## src/hdl/joiner_pkg.sv

```systemverilog
`default_nettype none

package joiner_pkg;

  // Channel count and beat geometry
  localparam int channels = 3;
  localparam int data_width = 16;
  localparam int keep_width = data_width / 8;

  // Encoded channel number, at least one bit wide
  localparam int chan_idx_width = (channels > 1) ? $clog2(channels) : 1;

  // Operation states
  typedef enum logic [1:0] {
    st_idle  = 2'd0,
    st_oper  = 2'd1,
    st_error = 2'd2,
    st_done  = 2'd3
  } joiner_state_t;

endpackage

`default_nettype wire

```

## src/hdl/stream_if.sv

```systemverilog
`default_nettype none

interface stream_if;

  // One beat of the joined stream
  logic [joiner_pkg::data_width-1:0] data;
  logic [joiner_pkg::keep_width-1:0] keep;
  logic                              valid;
  logic                              ready;
  logic                              last;

  // Side that produces beats
  modport source (
    output data,
    output keep,
    output valid,
    output last,
    input  ready
  );

  // Side that consumes beats
  modport sink (
    input  data,
    input  keep,
    input  valid,
    input  last,
    output ready
  );

endinterface

`default_nettype wire

```

## src/hdl/channel_arbiter.sv

```systemverilog
`default_nettype none

module channel_arbiter (
  input  wire logic                                  clk,
  input  wire logic                                  int_rst,
  input  wire logic                                  interrupt,
  input  wire logic [joiner_pkg::channels-1:0]       request,
  input  wire logic [joiner_pkg::channels-1:0]       acknowledge,
  output logic      [joiner_pkg::channels-1:0]       grant,
  output logic                                       grant_valid,
  output logic      [joiner_pkg::chan_idx_width-1:0] grant_index
);

  import joiner_pkg::*;

  logic [channels-1:0] grant_keep;

  // Lowest numbered set bit wins
  function automatic logic [channels-1:0] lowest_first(input logic [channels-1:0] req);
    logic [channels-1:0] pick;
    logic                found;
    pick  = '0;
    found = 1'b0;
    for (int i = 0; i < channels; i++) begin
      if (req[i] && !found) begin
        pick[i] = 1'b1;
        found   = 1'b1;
      end
    end
    return pick;
  endfunction

  // Current grant survives while it is still requested and not acknowledged
  assign grant_keep = grant & request & ~acknowledge;

  always_ff @(posedge clk) begin
    if (int_rst || interrupt) begin
      grant <= '0;
    end else if (grant_valid && (grant_keep != '0)) begin
      grant <= grant;
    end else begin
      // Released or empty, pick the next lowest remaining request
      grant <= lowest_first(request & ~acknowledge);
    end
  end

  assign grant_valid = |grant;

  // One-hot to binary
  always_comb begin
    grant_index = '0;
    for (int i = 0; i < channels; i++) begin
      if (grant[i]) begin
        grant_index = chan_idx_width'(i);
      end
    end
  end

endmodule

`default_nettype wire

```

## src/hdl/joiner_top.sv

```systemverilog
`default_nettype none

module joiner_top (
  input  wire logic                                                   clk,
  input  wire logic                                                   int_rst,
  input  wire logic                                                   interrupt,
  input  wire logic                                                   operation_start,
  input  wire logic [joiner_pkg::channels-1:0]                        use_channels,
  input  wire logic [joiner_pkg::channels*joiner_pkg::data_width-1:0] s_data,
  input  wire logic [joiner_pkg::channels*joiner_pkg::keep_width-1:0] s_keep,
  input  wire logic [joiner_pkg::channels-1:0]                        s_valid,
  input  wire logic [joiner_pkg::channels-1:0]                        s_last,
  output logic      [joiner_pkg::channels-1:0]                        s_ready,
  output logic      [joiner_pkg::data_width-1:0]                      m_data,
  output logic      [joiner_pkg::keep_width-1:0]                      m_keep,
  output logic                                                        m_valid,
  input  wire logic                                                   m_ready,
  output logic                                                        m_last,
  output logic                                                        operation_busy,
  output logic                                                        operation_complete,
  output logic                                                        operation_error,
  output logic                                                        transmission
);

  import joiner_pkg::*;

  logic [channels-1:0]       valid_gated;
  logic [channels-1:0]       mux_ready;
  logic [channels-1:0]       request;
  logic [channels-1:0]       acknowledge;
  logic [channels-1:0]       grant;
  logic                      grant_valid;
  logic [chan_idx_width-1:0] grant_index;
  logic                      final_flag;
  logic                      final_out;

  // Registered joined stream
  stream_if out_stream ();

  packet_joiner u_joiner (
    .clk                (clk),
    .int_rst            (int_rst),
    .interrupt          (interrupt),
    .operation_start    (operation_start),
    .use_channels       (use_channels),
    .s_valid            (s_valid),
    .s_last             (s_last),
    .s_ready            (s_ready),
    .valid_gated        (valid_gated),
    .mux_ready          (mux_ready),
    .request            (request),
    .acknowledge        (acknowledge),
    .grant              (grant),
    .m_stream           (out_stream),
    .m_ready            (m_ready),
    .final_out          (final_out),
    .final_flag         (final_flag),
    .m_last             (m_last),
    .operation_busy     (operation_busy),
    .operation_complete (operation_complete),
    .operation_error    (operation_error),
    .transmission       (transmission)
  );

  channel_arbiter u_arbiter (
    .clk         (clk),
    .int_rst     (int_rst),
    .interrupt   (interrupt),
    .request     (request),
    .acknowledge (acknowledge),
    .grant       (grant),
    .grant_valid (grant_valid),
    .grant_index (grant_index)
  );

  stream_mux u_mux (
    .clk         (clk),
    .int_rst     (int_rst),
    .interrupt   (interrupt),
    .s_data      (s_data),
    .s_keep      (s_keep),
    .s_valid     (valid_gated),
    .s_last      (s_last),
    .s_ready     (mux_ready),
    .final_in    (final_flag),
    .grant_valid (grant_valid),
    .grant_index (grant_index),
    .m_stream    (out_stream),
    .final_out   (final_out)
  );

  assign m_data  = out_stream.data;
  assign m_keep  = out_stream.keep;
  assign m_valid = out_stream.valid;

endmodule

`default_nettype wire

```

## src/hdl/packet_joiner.sv

```systemverilog
`default_nettype none

module packet_joiner (
  input  wire logic                            clk,
  input  wire logic                            int_rst,
  input  wire logic                            interrupt,
  input  wire logic                            operation_start,
  input  wire logic [joiner_pkg::channels-1:0] use_channels,
  input  wire logic [joiner_pkg::channels-1:0] s_valid,
  input  wire logic [joiner_pkg::channels-1:0] s_last,
  output logic      [joiner_pkg::channels-1:0] s_ready,
  output logic      [joiner_pkg::channels-1:0] valid_gated,
  input  wire logic [joiner_pkg::channels-1:0] mux_ready,
  output logic      [joiner_pkg::channels-1:0] request,
  output logic      [joiner_pkg::channels-1:0] acknowledge,
  input  wire logic [joiner_pkg::channels-1:0] grant,
  stream_if.sink                               m_stream,
  input  wire logic                            m_ready,
  input  wire logic                            final_out,
  output logic                                 final_flag,
  output logic                                 m_last,
  output logic                                 operation_busy,
  output logic                                 operation_complete,
  output logic                                 operation_error,
  output logic                                 transmission
);

  import joiner_pkg::*;

  joiner_state_t       state;
  joiner_state_t       state_next;
  logic [channels-1:0] mask;
  logic [channels-1:0] busy_vec;
  logic                out_xfer;
  logic                last_xfer;

  // Status straight from the state register
  assign operation_busy     = (state == st_oper);
  assign operation_complete = (state == st_done);
  assign operation_error    = (state == st_error);

  // Selected channels only, and only during an operation
  assign busy_vec    = {channels{operation_busy}} & mask;
  assign valid_gated = busy_vec & s_valid;
  assign s_ready     = busy_vec & mux_ready;

  // Last beat of a packet accepted on the granted channel
  assign acknowledge = s_last & valid_gated & mux_ready & grant;
  assign request     = mask;

  // No channel left once this acknowledge lands
  assign final_flag = ((mask & ~acknowledge) == '0);

  assign m_stream.ready = m_ready;
  assign m_last         = m_stream.last && final_out;
  assign out_xfer       = m_stream.valid && m_stream.ready;
  assign last_xfer      = out_xfer && m_last;

  always_comb begin
    state_next = state;
    case (state)
      st_idle, st_done: begin
        if (operation_start) begin
          state_next = (use_channels != '0) ? st_oper : st_error;
        end else begin
          state_next = st_idle;
        end
      end
      st_oper: begin
        if (last_xfer) begin
          state_next = st_done;
        end
      end
      st_error: begin
        state_next = st_idle;
      end
      default: begin
        state_next = st_idle;
      end
    endcase
    // Abort wins over everything
    if (interrupt) begin
      state_next = st_idle;
    end
  end

  always_ff @(posedge clk) begin
    if (int_rst) begin
      state <= st_idle;
    end else begin
      state <= state_next;
    end
  end

  // Mask latched at start, shrinks by one channel per acknowledge
  always_ff @(posedge clk) begin
    if (int_rst) begin
      mask <= '0;
    end else begin
      case (state_next)
        st_oper: begin
          if (state != st_oper) begin
            mask <= use_channels;
          end else begin
            mask <= mask & ~acknowledge;
          end
        end
        default: begin
          mask <= '0;
        end
      endcase
    end
  end

  // Flags the cycle after each output transfer
  always_ff @(posedge clk) begin
    if (int_rst) begin
      transmission <= 1'b0;
    end else begin
      transmission <= out_xfer;
    end
  end

endmodule

`default_nettype wire

```

## src/hdl/stream_mux.sv

```systemverilog
`default_nettype none

module stream_mux (
  input  wire logic                                             clk,
  input  wire logic                                             int_rst,
  input  wire logic                                             interrupt,
  input  wire logic [joiner_pkg::channels*joiner_pkg::data_width-1:0] s_data,
  input  wire logic [joiner_pkg::channels*joiner_pkg::keep_width-1:0] s_keep,
  input  wire logic [joiner_pkg::channels-1:0]                  s_valid,
  input  wire logic [joiner_pkg::channels-1:0]                  s_last,
  output logic      [joiner_pkg::channels-1:0]                  s_ready,
  input  wire logic                                             final_in,
  input  wire logic                                             grant_valid,
  input  wire logic [joiner_pkg::chan_idx_width-1:0]            grant_index,
  stream_if.source                                              m_stream,
  output logic                                                  final_out
);

  import joiner_pkg::*;

  logic                  in_ready;
  logic                  sel_valid;
  logic [data_width-1:0] sel_data;
  logic [keep_width-1:0] sel_keep;
  logic                  sel_last;

  // Output register
  logic                  out_valid;
  logic [data_width-1:0] out_data;
  logic [keep_width-1:0] out_keep;
  logic                  out_last;
  logic                  out_final;

  // Room for a new beat when empty or draining this cycle
  assign in_ready = !out_valid || m_stream.ready;

  // Route the granted channel, others see ready low
  always_comb begin
    sel_valid = 1'b0;
    sel_data  = '0;
    sel_keep  = '0;
    sel_last  = 1'b0;
    s_ready   = '0;
    for (int i = 0; i < channels; i++) begin
      if (grant_valid && (i == int'(grant_index))) begin
        sel_valid  = s_valid[i];
        sel_data   = s_data[i*data_width +: data_width];
        sel_keep   = s_keep[i*keep_width +: keep_width];
        sel_last   = s_last[i];
        s_ready[i] = in_ready;
      end
    end
  end

  always_ff @(posedge clk) begin
    if (int_rst || interrupt) begin
      out_valid <= 1'b0;
    end else if (in_ready) begin
      out_valid <= sel_valid;
    end
  end

  // Payload and final flag move together
  always_ff @(posedge clk) begin
    if (in_ready && sel_valid) begin
      out_data  <= sel_data;
      out_keep  <= sel_keep;
      out_last  <= sel_last;
      out_final <= final_in;
    end
  end

  assign m_stream.valid = out_valid;
  assign m_stream.data  = out_data;
  assign m_stream.keep  = out_keep;
  assign m_stream.last  = out_last;
  assign final_out      = out_final;

endmodule

`default_nettype wire

```

## config.mk

```make
export PLATFORM = sky130hd
export DESIGN_NAME = joiner_top
export DESIGN_NICKNAME = d
export VERILOG_FILES = /design/src/hdl/joiner_pkg.sv /design/src/hdl/stream_if.sv /design/src/hdl/channel_arbiter.sv /design/src/hdl/joiner_top.sv /design/src/hdl/packet_joiner.sv /design/src/hdl/stream_mux.sv
export SDC_FILE = /design/constraint.sdc
export NUM_CORES = 1
export LEC_CHECK = 0
export BUFFER_PORTS_ARGS = -buffer_cell sky130_fd_sc_hd__buf_4
export CAP_MARGIN = 20
export CORE_MARGIN = 1
export CORE_UTILIZATION = 43
export CTS_CLUSTER_SIZE = 14
export DETAILED_ROUTE_END_ITERATION = 10
export GPL_ROUTABILITY_DRIVEN = 0
export PLACE_DENSITY = 0.88
export SKIP_LAST_GASP = 1
export SYNTH_ARGS = -nofsm -noshare
export SYNTH_HDL_FRONTEND = slang
export SYNTH_HIERARCHICAL = 1
export SYNTH_SLANG_ARGS = --single-unit
```

## constraint.sdc

```tcl
create_clock -name clk -period 3.3 [get_ports clk]
set_input_delay 0.825 -clock clk [delete_from_list [all_inputs] [get_ports clk]]
set_output_delay 0.825 -clock clk [all_outputs]
set_load 0.01 [all_outputs]
```

==> impl_metrics.py <==
metrics = {
    "die": {
        "die-area_mm2": 0.00471,
        "die_y_um": 68.7,
        "num_rows": 23,
        "io_pins": 95,
        "die_w_um": 68.7,
        "start_util_pct": 46.1,
        "core_mm2": 0.00414,
    },
    "logic_synthesis": {
        "synth_common_cells": "nand2_1, edfxtp_1, a21boi_1, mux2_1, dfxtp_1",
        "yosysTopAreaCell": "edfxtp_1",
        "synth_seq_cells": 30,
        "yosys_warnings": 6,
        "ys_seq_area_share_pct": 41.9,
        "ys.flop_type": "edfxtp_1",
        "synthTopCellsByArea": "edfxtp_1, mux2_1, dfxtp_1",
        "yosys.cell_count.top_type": "nand2_1",
        "syn-cell-area_mm2": 0.00191,
        "async_flop_share_pct": 0,
        "yosysUniqueCellTypes": 41,
        "syn_inst": 198,
        "synth_fp_nets": 269,
        "syn-mean-instance-area_um2": 9.65,
        "synth_edf_count": 20,
        "synth_top_cell_area_share_pct": 31.4,
    },
    "layout": {
        "final_cells": 340,
        "final_nets": 361,
        "syn2layout_area_growth_pct": 41.7,
        "final_util_pct": 65.3,
        "n_fill_cell": 345,
        "antenna_cells": 0,
        "layout-drive-gt1-share_pct": 40.3,
    },
    "cts": {
        "cts_buffers": 5,
        "cts-root-buf": "clkbuf_8",
        "clk_pin_slew_ns": 0.07,
        "htreeDepth": 2,
        "ctsResizeCount": 0,
        "clockBufferDepth": 2,
        "clk_latency_ns": 0.27,
        "cts_tree": "done",
        "post_cts_buffers": 0,
        "hold_buffers": 0,
        "clock_sinks": 30,
    },
    "min_path": {
        "hp-class": "reg2reg",
    },
    "routing": {
        "drt-total-wl_um": 4820,
        "wire_per_inst_um": 14.2,
        "vias": 1815,
        "drc": 0,
        "drtPass1Iterations": 4,
        "via_per_inst": 5.34,
        "ant_nets": 0,
        "drt_iter0_markers": 131,
    },
    "worst_setup_path": {
        "crit_type": "reg2out",
        "worst-path-max-fanout": 22,
        "r2r_slack_ns": 0.55,
        "critical_path.endpoint_type": "output pin",
        "cp.arrival_ns": 2.22,
        "required_ns": 2.47,
        "cp-start-kind": "register",
    },
    "power_and_ir_drop": {
        "p_sw_uw": 182,
        "leakage_nw": 1.11,
        "p_clk_share_pct": 34.1,
        "ir_worst_vdd_mv": 0.331,
        "sequentialPowerShare_pct": 50.4,
        "powerDensity_mw_per_mm2": 297,
        "p_comb_share_pct": 15.4,
        "switching_share_pct": 22.7,
        "p_int_uw": 621,
        "power_uw": 803,
    },
    "timing": {
        "timing.setup.tns_ns": 0,
        "hold_viol_final": 0,
        "finalCritPeriodShare_pct": 92.4,
        "fmax_mhz": 328,
        "final.min_clock_period_ns": 3.05,
        "finClkSkew_ns": 0.00818,
        "tightest_slew_ns": 0.630,
        "relSlewSlack_pct": 58.0,
        "finalSetupViolCount": 0,
        "grt_setup_unrepaired": "no",
        "drv_slew": 0,
    },
    "global_route": {
        "grt.overflow.total": 0,
        "grt_max_degree": 23,
        "antenna_found_initial": 0,
        "grt_pass1_wl_um": 7250,
        "grt_pass1_vias": 1699,
        "grtUsageTotal_pct": 21.0,
    },
    "placed_design": {
        "post-dp-hpwl_um": 3690,
        "place_inst": 333,
        "portBuffers": 94,
    },
    "status": {
        "outcome": "complete, no violations",
    },
    "flow_run": {
        "max_cap_viol_count": 0,
    },
}
path summary, 6_finish.rpt:
check / from / cells after the start / endpoint
hold reg to reg: u_mux/m_stream.valid / 2 / u_joiner/transmission
setup reg to reg: u_arbiter/grant[2] / 8 / u_arbiter/grant[0]
hold / removal: u_mux/m_stream.valid / 2 / u_joiner/transmission
setup / recovery: u_arbiter/grant[2] / 5 / s_ready[1]
logic make-up (layout without fill, tap and decap cells):
| logic type | Yosys count | count (layout) | synth area share [%] |
|---|---|---|---|
| AND/OR/NAND/NOR | 93 | 93 | 25.0 |
| AO/OA/AOI/OAI | 37 | 37 | 14.6 |
| flip-flops | 30 | 30 | 41.9 |
| multiplexers | 20 | 20 | 11.8 |
| buffers and inverters | 15 | 107 | 4.78 |
| adder cells (fa/ha/maj) | 3 | 3 | 1.96 |
flip-flops by register name, summed over array words and instances (netlist names):
signal	flops
u_joiner/request	3
u_arbiter/grant	3
u_mux/m_stream.keep	2
u_mux/m_stream.data	16
u_mux/m_stream.last	1
u_joiner/transmission	1
u_joiner/state	2
u_mux/final_out	1
u_mux/m_stream.valid	1
power groups by stage:
stage / clock network (mW) / logic (mW) / registers (mW)
final: 0.274 / 0.124 / 0.405
after global routing: 0.291 / 0.136 / 0.405
after CTS: 0.277 / 0.125 / 0.405
after detailed placement: 0 / 0.124 / 0.413
after global placement: 0 / 0.121 / 0.413
after floorplan: 0 / 0.0515 / 0.412
per-stage QoR:
stage | hold slack [ns] | setup slack, ns | area [µm²]
after floorplan | 0.466 | 0.629 | 1910
after global placement | 0.463 | 0.620 | 2630
after detailed placement | 0.459 | 0.548 | 2630
after CTS | 0.470 | 0.246 | 2710
after global routing | 0.493 | 0.113 | 2710
final | 0.469 | 0.252 | 2710
metal layers:
metal | wire (µm) | track usage (%) | share of wire [%] | up-vias
met4 | 48 | 7.29 | 1.0 | 0
li1 | - | - | - | 887
met2 | 2650 | 40.9 | 55 | 79
met1 | 1720 | 21.6 | 36 | 843
met3 | 389 | 4.77 | 8.1 | 6
met5 | 0 | 0 | 0 | -
final cells by class:
class / count / area [µm²] / share of cell area, %
multi-input combinational: 153 / 1020 / 37.9
sequential: 30 / 801 / 29.6
timing repair buffer: 97 / 728 / 26.9
clock inverter: 2 / 10.0 / 0.370
tap: 50 / 62.6 / 2.31
inverter: 3 / 11.3 / 0.416
clock buffer: 5 / 68.8 / 2.54
layout by cell type, fill, tap and decap left out, types with 2 or more instances in the layout:
| cell | n |
|---|---|
| ha_1 | 3 |
| nor2b_2 | 2 |
| inv_1 | 3 |
| nand4_1 | 4 |
| nor2b_1 | 5 |
| and3_1 | 7 |
| o21ai_0 | 5 |
| nor3b_1 | 2 |
| mux2_2 | 2 |
| nand2_1 | 45 |
| clkbuf_8 | 5 |
| nand2b_1 | 3 |
| clkinv_2 | 2 |
| buf_4 | 97 |
| nor2_1 | 7 |
| edfxtp_1 | 20 |
| dfxtp_1 | 10 |
| mux2_1 | 18 |
| a21oi_1 | 4 |
| a21boi_1 | 19 |
| a31oi_1 | 3 |
| nor3_1 | 7 |
critical path, stage by stage (launching register included):
cell	delay, ns
dfxtp_1	0.51
or3_1	0.56
nand2b_1	0.25
nor3b_1	0.30
and3_1	0.21
buf_4	0.12
Note: power is estimated with default switching activity, not from simulation.
